**src/noc_settings.svh**
```systemverilog
`ifndef NOC_SETTINGS_SVH
`define NOC_SETTINGS_SVH

////////////////////////////////////////
// flit field widths
////////////////////////////////////////

// data carried by one flit
`define NOC_PAYLOAD_W 32

// one mesh coordinate, enough for an 8x8 mesh
`define NOC_COORD_W 3

////////////////////////////////////////
// buffering and placement
////////////////////////////////////////

// entries in each input queue
`define NOC_QUEUE_DEPTH 4

// default node position in the mesh
// overridden per node through the cur_x / cur_y parameters
`define NOC_CUR_X 2
`define NOC_CUR_Y 5

`endif

```
**src/noc_flit_pkg.sv**
```systemverilog
`include "noc_settings.svh"

package noc_flit_pkg;

    ////////////////////////////////////////
    // flit format
    ////////////////////////////////////////

    // widths pulled from the settings header
    localparam int COORD_W   = `NOC_COORD_W;
    localparam int PAYLOAD_W = `NOC_PAYLOAD_W;

    // one mesh coordinate
    typedef logic [COORD_W-1:0] coord_t;

    // flit as it travels on every link
    // destination first, then payload
    // no source, tag or opcode fields, the node never looks at them
    // msb side
    //   dst_x   : column of the target node
    //   dst_y   : row of the target node
    // lsb side
    //   payload : opaque user data, passed through untouched
    typedef struct packed {
        coord_t                 dst_x;
        coord_t                 dst_y;
        logic [PAYLOAD_W-1:0]   payload;
    } flit_t;

    // 3 + 3 + 32 = 38 bits with the default settings
    // valid is not part of the flit, it rides beside it on each link

endpackage

```
**src/noc_route_pkg.sv**
```systemverilog
package noc_route_pkg;

    ////////////////////////////////////////
    // routing decisions
    ////////////////////////////////////////

    // output port picked for a head flit
    // encoding doubles as the output index inside the switch
    typedef enum logic [1:0] {
        port_xpos  = 2'd0,
        port_ypos  = 2'd1,
        port_eject = 2'd2
    } port_sel_t;

    ////////////////////////////////////////
    // switch dimensions
    ////////////////////////////////////////

    // out_xpos, out_ypos, eject
    localparam int NUM_OUT = 3;

    // in_xpos, in_ypos
    localparam int NUM_LANES = 2;

endpackage

```
**src/flit_queue.sv**
```systemverilog
`include "noc_settings.svh"

module flit_queue (
    input  logic                  clk,
    input  logic                  arst_n,
    input  noc_flit_pkg::flit_t   in_data,
    input  logic                  in_valid,
    output logic                  in_ready,
    output noc_flit_pkg::flit_t   out_data,
    output logic                  out_valid,
    input  logic                  out_ready
);

    import noc_flit_pkg::*;

    localparam int DEPTH = `NOC_QUEUE_DEPTH;
    localparam int PTR_W = $clog2(DEPTH);
    localparam int CNT_W = $clog2(DEPTH + 1);

    // storage
    flit_t mem [DEPTH];

    logic [PTR_W-1:0] wr_ptr;
    logic [PTR_W-1:0] rd_ptr;
    logic [CNT_W-1:0] count;

    logic push;
    logic pop;

    // full queue still takes a flit when the head leaves this edge
    assign in_ready  = (count != CNT_W'(DEPTH)) || out_ready;
    assign out_valid = (count != '0);
    assign out_data  = mem[rd_ptr];

    assign push = in_valid && in_ready;
    assign pop  = out_valid && out_ready;

    // payload write
    always_ff @(posedge clk) begin
        if (push) begin
            mem[wr_ptr] <= in_data;
        end
    end

    // pointers and occupancy
    always_ff @(posedge clk or negedge arst_n) begin
        if (!arst_n) begin
            wr_ptr <= '0;
            rd_ptr <= '0;
            count  <= '0;
        end else begin
            if (push) begin
                wr_ptr <= (wr_ptr == PTR_W'(DEPTH - 1)) ? '0 : wr_ptr + 1'b1;
            end
            if (pop) begin
                rd_ptr <= (rd_ptr == PTR_W'(DEPTH - 1)) ? '0 : rd_ptr + 1'b1;
            end
            // push and pop together leave the count alone
            case ({push, pop})
                2'b10:   count <= count + 1'b1;
                2'b01:   count <= count - 1'b1;
                default: count <= count;
            endcase
        end
    end

endmodule

```
**src/input_lane.sv**
```systemverilog
`include "noc_settings.svh"

module input_lane #(
    parameter noc_flit_pkg::coord_t cur_x = `NOC_CUR_X,
    parameter noc_flit_pkg::coord_t cur_y = `NOC_CUR_Y
) (
    input  logic                      clk,
    input  logic                      arst_n,
    // link from the neighbour
    input  noc_flit_pkg::flit_t       in_data,
    input  logic                      in_valid,
    output logic                      in_ready,
    // request towards the switch
    output noc_flit_pkg::flit_t       req_flit,
    output logic                      req_valid,
    output noc_route_pkg::port_sel_t  req_port,
    input  logic                      grant
);

    import noc_flit_pkg::*;
    import noc_route_pkg::*;

    flit_t  head_flit;
    coord_t head_x;
    coord_t head_y;

    ////////////////////////////////////////
    // input queue
    ////////////////////////////////////////

    // grant always lands on a valid head, so it pops directly
    flit_queue u_queue (
        .clk       (clk),
        .arst_n    (arst_n),
        .in_data   (in_data),
        .in_valid  (in_valid),
        .in_ready  (in_ready),
        .out_data  (head_flit),
        .out_valid (req_valid),
        .out_ready (grant)
    );

    assign req_flit = head_flit;
    assign head_x   = head_flit.dst_x;
    assign head_y   = head_flit.dst_y;

    ////////////////////////////////////////
    // route computation
    ////////////////////////////////////////

    // dimension order
    // x first, then y, then eject here
    always_comb begin
        if (head_x != cur_x) begin
            req_port = port_xpos;
        end else if (head_y != cur_y) begin
            req_port = port_ypos;
        end else begin
            req_port = port_eject;
        end
    end

endmodule

```
**src/mesh_router.sv**
```systemverilog
`include "noc_settings.svh"

module mesh_router #(
    parameter noc_flit_pkg::coord_t cur_x = `NOC_CUR_X,
    parameter noc_flit_pkg::coord_t cur_y = `NOC_CUR_Y
) (
    input  logic                 clk,
    input  logic                 arst_n,
    // input links
    input  noc_flit_pkg::flit_t  in_xpos,
    input  noc_flit_pkg::flit_t  in_ypos,
    input  logic                 in_xpos_valid,
    input  logic                 in_ypos_valid,
    output logic                 in_xpos_ready,
    output logic                 in_ypos_ready,
    // output links and local eject
    output noc_flit_pkg::flit_t  out_xpos,
    output noc_flit_pkg::flit_t  out_ypos,
    output noc_flit_pkg::flit_t  eject,
    output logic                 out_xpos_valid,
    output logic                 out_ypos_valid,
    output logic                 eject_valid,
    input  logic                 out_xpos_ready,
    input  logic                 out_ypos_ready,
    input  logic                 eject_ready
);

    import noc_flit_pkg::*;
    import noc_route_pkg::*;

    // lane to switch
    flit_t      xpos_req_flit;
    flit_t      ypos_req_flit;
    logic       xpos_req_valid;
    logic       ypos_req_valid;
    port_sel_t  xpos_req_port;
    port_sel_t  ypos_req_port;
    logic       xpos_grant;
    logic       ypos_grant;

    ////////////////////////////////////////
    // input lanes
    ////////////////////////////////////////

    input_lane #(.cur_x(cur_x), .cur_y(cur_y)) lane_xpos (
        .clk       (clk),
        .arst_n    (arst_n),
        .in_data   (in_xpos),
        .in_valid  (in_xpos_valid),
        .in_ready  (in_xpos_ready),
        .req_flit  (xpos_req_flit),
        .req_valid (xpos_req_valid),
        .req_port  (xpos_req_port),
        .grant     (xpos_grant)
    );

    input_lane #(.cur_x(cur_x), .cur_y(cur_y)) lane_ypos (
        .clk       (clk),
        .arst_n    (arst_n),
        .in_data   (in_ypos),
        .in_valid  (in_ypos_valid),
        .in_ready  (in_ypos_ready),
        .req_flit  (ypos_req_flit),
        .req_valid (ypos_req_valid),
        .req_port  (ypos_req_port),
        .grant     (ypos_grant)
    );

    ////////////////////////////////////////
    // switch
    ////////////////////////////////////////

    // lane 0 is x-positive, lane 1 is y-positive
    output_switch u_switch (
        .clk         (clk),
        .arst_n      (arst_n),
        .lane0_flit  (xpos_req_flit),
        .lane1_flit  (ypos_req_flit),
        .lane0_valid (xpos_req_valid),
        .lane1_valid (ypos_req_valid),
        .lane0_port  (xpos_req_port),
        .lane1_port  (ypos_req_port),
        .lane0_grant (xpos_grant),
        .lane1_grant (ypos_grant),
        .xpos_data   (out_xpos),
        .ypos_data   (out_ypos),
        .eject_data  (eject),
        .xpos_valid  (out_xpos_valid),
        .ypos_valid  (out_ypos_valid),
        .eject_valid (eject_valid),
        .xpos_ready  (out_xpos_ready),
        .ypos_ready  (out_ypos_ready),
        .eject_ready (eject_ready)
    );

endmodule

```
**src/output_switch.sv**
```systemverilog
module output_switch (
    input  logic                      clk,
    input  logic                      arst_n,
    // lane requests
    input  noc_flit_pkg::flit_t       lane0_flit,
    input  noc_flit_pkg::flit_t       lane1_flit,
    input  logic                      lane0_valid,
    input  logic                      lane1_valid,
    input  noc_route_pkg::port_sel_t  lane0_port,
    input  noc_route_pkg::port_sel_t  lane1_port,
    output logic                      lane0_grant,
    output logic                      lane1_grant,
    // registered outputs
    output noc_flit_pkg::flit_t       xpos_data,
    output noc_flit_pkg::flit_t       ypos_data,
    output noc_flit_pkg::flit_t       eject_data,
    output logic                      xpos_valid,
    output logic                      ypos_valid,
    output logic                      eject_valid,
    input  logic                      xpos_ready,
    input  logic                      ypos_ready,
    input  logic                      eject_ready
);

    import noc_flit_pkg::*;
    import noc_route_pkg::*;

    // lanes gathered into arrays
    flit_t                  lane_flit [NUM_LANES];
    logic [NUM_LANES-1:0]   lane_valid;
    port_sel_t              lane_port [NUM_LANES];

    // per output, indexed by port_sel_t encoding
    logic [NUM_LANES-1:0]   req [NUM_OUT];
    logic [NUM_LANES-1:0]   gnt [NUM_OUT];
    flit_t                  stage_data [NUM_OUT];
    logic [NUM_OUT-1:0]     stage_valid;
    logic [NUM_OUT-1:0]     stage_ready;
    logic [NUM_OUT-1:0]     can_load;
    // lane that won the last contended round
    logic [NUM_OUT-1:0]     last_win;

    assign lane_flit[0] = lane0_flit;
    assign lane_flit[1] = lane1_flit;
    assign lane_valid   = {lane1_valid, lane0_valid};
    assign lane_port[0] = lane0_port;
    assign lane_port[1] = lane1_port;

    assign stage_ready[port_xpos]  = xpos_ready;
    assign stage_ready[port_ypos]  = ypos_ready;
    assign stage_ready[port_eject] = eject_ready;

    ////////////////////////////////////////
    // allocation and output stages
    ////////////////////////////////////////

    for (genvar o = 0; o < NUM_OUT; o++) begin : g_out
        // requests aimed at this output
        for (genvar l = 0; l < NUM_LANES; l++) begin : g_req
            assign req[o][l] = lane_valid[l] && (lane_port[l] == port_sel_t'(o));
        end

        // empty stage, or its flit leaves this edge
        assign can_load[o] = !stage_valid[o] || stage_ready[o];

        // round robin, the other lane wins on contention
        assign gnt[o][0] = can_load[o] && req[o][0] && (!req[o][1] || last_win[o]);
        assign gnt[o][1] = can_load[o] && req[o][1] && (!req[o][0] || !last_win[o]);

        always_ff @(posedge clk or negedge arst_n) begin
            if (!arst_n) begin
                stage_valid[o] <= 1'b0;
                last_win[o]    <= 1'b0;
            end else begin
                if (can_load[o]) begin
                    stage_valid[o] <= |gnt[o];
                end
                // only contended grants move the pointer
                if (can_load[o] && (&req[o])) begin
                    last_win[o] <= ~last_win[o];
                end
            end
        end

        // payload register
        always_ff @(posedge clk) begin
            if (|gnt[o]) begin
                stage_data[o] <= gnt[o][1] ? lane_flit[1] : lane_flit[0];
            end
        end
    end

    // a lane asks for one output only, so at most one term is set
    assign lane0_grant = gnt[port_xpos][0] | gnt[port_ypos][0] | gnt[port_eject][0];
    assign lane1_grant = gnt[port_xpos][1] | gnt[port_ypos][1] | gnt[port_eject][1];

    assign xpos_data   = stage_data[port_xpos];
    assign ypos_data   = stage_data[port_ypos];
    assign eject_data  = stage_data[port_eject];
    assign xpos_valid  = stage_valid[port_xpos];
    assign ypos_valid  = stage_valid[port_ypos];
    assign eject_valid = stage_valid[port_eject];

endmodule

```
**config.mk**
```make
export PLATFORM = sky130hd
export DESIGN_NAME = mesh_router
export DESIGN_NICKNAME = d
export VERILOG_FILES = /design/src/noc_flit_pkg.sv /design/src/noc_route_pkg.sv /design/src/flit_queue.sv /design/src/input_lane.sv /design/src/mesh_router.sv /design/src/output_switch.sv
export VERILOG_INCLUDE_DIRS = /design/src
export SDC_FILE = /design/constraint.sdc
export NUM_CORES = 1
export LEC_CHECK = 0
export BUFFER_PORTS_ARGS = -buffer_cell sky130_fd_sc_hd__buf_4
export CAP_MARGIN = 20
export CORE_MARGIN = 1.5
export CORE_UTILIZATION = 52
export CTS_CLUSTER_SIZE = 28
export DETAILED_ROUTE_END_ITERATION = 8
export PLACE_DENSITY_LB_ADDON = 0.25
export SLEW_MARGIN = 20
export SYNTH_ARGS = -nofsm -noshare
export SYNTH_HDL_FRONTEND = slang
export SYNTH_SLANG_ARGS = --single-unit
export TNS_END_PERCENT = 1
```
**constraint.sdc**
```tcl
create_clock -name clk -period 4.1 [get_ports clk]
set_clock_uncertainty 0.1 [all_clocks]
set_input_delay 0 -clock clk [delete_from_list [all_inputs] [get_ports clk]]
set_output_delay 0 -clock clk [all_outputs]
set_load 0.005 [all_outputs]
```
==> results.cfg <==
[grt]
grt_max_degree = 39
gr-total-overflow = 0
grt.total_usage = 0.214
met2_usage = 0.350
met1_usage = 0.296
top_usage_layer = met2
grt_pass1_vias = 9017
grt_antenna_before_repair = 3
use_met3 = 0.0437
grt_pass1_wl_um = 53500

[critical_path]
r2r_end = lane_xpos.u_queue.count[2]
crit_chain = mux4_2 > nor4b_1 > nand2_1 > o211ai_1 > a41oi_2 > inv_1 > ha_1 > inv_1 > fa_1 > xor2_1 > nor2_1 > xor2_1
worst-path-buf-inv = 2
start_kind = flop
r2r_slack_ps = 490
critPathMaxFanout = 15
arrival_ps = 3970
cp.required_ps = 4460
critPathKind = reg -> reg
path_delay_family = simple AND/OR/NAND/NOR gates
max_stage_delay_ps = 610
crit_path_top_delay_cell = dfrtp_2
crit_path_end_kind = flop
rr_startpoint = lane_ypos.u_queue.rd_ptr[1]
r2r_cells = 12

[cts]
clk_latency_ps = 530
cts_buffers = 43
cts_tree = done
cts_root_buf = clkbuf_16
clk_transition_reported_paths_ps = 60
numClockSinks = 438
clockBufferDepth = 3
htree_levels = 2

[detailed_routing]
first_pass_iters = 5
via_per_inst = 5.39
drcViolationCount = 0
vias = 8561
routed_wl_um = 35300
ant_nets = 0
avgRoutedWirePerCell_um = 22.2
drt_iter0_markers = 658

[finish]
fin_nets = 1206
fill_cells = 2157
utilization = 0.665
syn_to_final_growth_pct = 26.3
seq_area_mm2 = 0.0131
final_cell_area_mm2 = 0.0216
multi_input_area_mm2 = 0.00383
drive_above_1_share = 0.434

[logic_synthesis]
ys.warnings.count = 0
async_flop_share = 0.0457
ys_ff_latch = 438
synth_area_leader_cell = edfxtp_1
synth_edf_count = 418
synth_common_cells = edfxtp_1, mux2_2, mux4_2
synthesis.nets = 874
synthCells = 777
syn_area_per_cell_um2 = 22.0
synth_ff_type = edfxtp_1
synth_seq_area_share = 0.764
synth.top_cell.area_share = 0.735
synth_area_mm2 = 0.0171
synth.distinct_cells = 45
yosysMostFrequentCell = edfxtp_1
synth.area.top_cells = edfxtp_1, mux4_2, mux2_2, dfrtp_1, ha_1

[power]
ir_worst_vdd_mv = 0.526
power_density_mw_per_mm2 = 756
p_leak_nw = 7.62

[floorplanning]
die_x_um = 184
pin_count = 202
die_h_um = 184
start_util = 0.526
core.rowCount = 66
dieArea_mm2 = 0.0339
core_mm2 = 0.0325

[placement]
globalplace.congestion = 0.793
postPlaceCellArea_mm2 = 0.0194
hpwl_um = 22900
post-place-ws_ps = 216
io_buffers = 201

[timing]
hold_viol_final = 20
tightest_slew_ps = 677
rsz0062_at_grt = false
finalWorstSetupSlack_ps = 488
fmax_mhz = 277
setup_violations = 0
whs_ps = -19.4
finalSetupTns_ps = 0
min_period_ps = 3610
slew_headroom = 0.549
fin_crit_sh = 0.881
maxSlewViolCount = 0

[run_status]
status = finished, violations left
violations = negative hold slack

[worst_hold_path]
worst_hold_path_type = in -> async

[job]
drv_cap = 0
==> flip-flops by register name, indices dropped and copies added, names as in the netlist <==
name and count:
u_switch.ypos_valid 1, lane_ypos.u_queue.wr_ptr 2, u_switch.last_win 3, lane_ypos.u_queue.mem 152, u_switch.eject_valid 1, lane_xpos.u_queue.wr_ptr 2, lane_xpos.u_queue.rd_ptr 2, lane_xpos.u_queue.count 3
lane_ypos.u_queue.rd_ptr 2, lane_xpos.u_queue.mem 152, lane_ypos.u_queue.count 3, u_switch.xpos_valid 1, u_switch.stage_data 114
==> cell usage in the layout, fill, tap and decap left out, types with 9 or more instances in the layout <==
master	synthesis	routed
buf_12	0	9
clkinv_1	0	15
dfrtp_1	20	16
nor2_1	9	9
ha_1	12	12
mux4_2	76	76
dlygate4sd3_1	0	82
mux2_2	102	102
inv_1	17	17
edfxtp_1	418	418
mux2_1	11	11
buf_4	3	225
clkbuf_16	0	44
==> worst reg2reg max path, cell delays in order, from the launching register on <==
cell,delay (ps)
dfrtp_2,610
mux4_2,410
nor4b_1,460
nand2_1,240
o211ai_1,320
a41oi_2,260
inv_1,110
ha_1,180
inv_1,60
fa_1,370
xor2_1,150
nor2_1,120
xor2_1,150
==> repair_timing <==
action	4_1_cts	5_1_grt
resized for setup	0	0
hold endpoints to repair	334	0
endpoints found under the setup margin	0	1
buffers inserted	0	3
hold buffers	83	0
==> per-layer routing <==
metal / vias up / share of wire
met3: 51 / 0.062
met1: 4389 / 0.43
met5: - / 0
met2: 269 / 0.49
li1: 3852 / -
met4: 0 / 0.021
==> worst max path at each step <==
stage,from,endpoint,slack [ps],depth (start not counted)
final,lane_ypos.u_queue.rd_ptr[1],lane_xpos.u_queue.count[2],490,12
after global routing,lane_ypos.u_queue.rd_ptr[1],lane_xpos.u_queue.count[2],200,12
after detailed placement,lane_ypos.u_queue.rd_ptr[0],lane_xpos.u_queue.count[2],220,12
after CTS,lane_ypos.u_queue.rd_ptr[0],lane_xpos.u_queue.count[2],220,12
after global placement,lane_ypos.u_queue.rd_ptr[0],lane_xpos.u_queue.count[2],310,12
after floorplan,lane_xpos.u_queue.rd_ptr[0],u_switch.stage_data[0][38],130,6
==> cell type report <==
cell class	instances	area share
clock buffer	55	0.0543
tap	442	0.0256
sequential	438	0.605
inverter	17	0.00296
antenna	3	0.000348
clock inverter	25	0.00939
timing repair buffer	317	0.125
multi-input combinational	292	0.177
==> kinds of logic after synthesis <==
group	count (synthesis)	share of synthesized area
compound gates	15	0.00806
xor+xnor	9	0.00461
fa+ha+maj	14	0.0111
buf+inv	47	0.0143
flops	438	0.764
mux	190	0.175
simple gates	64	0.0226
==> where the power goes <==
part / leakage [nW] / total (W) / internal [W] / switching (W)
clock network: 0.667 / 0.00380 / 0.00221 / 0.00159
registers: 4.08 / 0.00698 / 0.00658 / 0.000399
logic: 2.87 / 0.00553 / 0.00277 / 0.00276
==> per-stage QoR <==
step	total power (W)	cells
CTS	0.0165	1583
finish	0.0163	1589
global placement	0.0124	1420
detailed placement	0.0126	1420
global route	0.0171	1589
floorplan	0.0104	777
No activity file was read; power rests on OpenSTA's default activity.
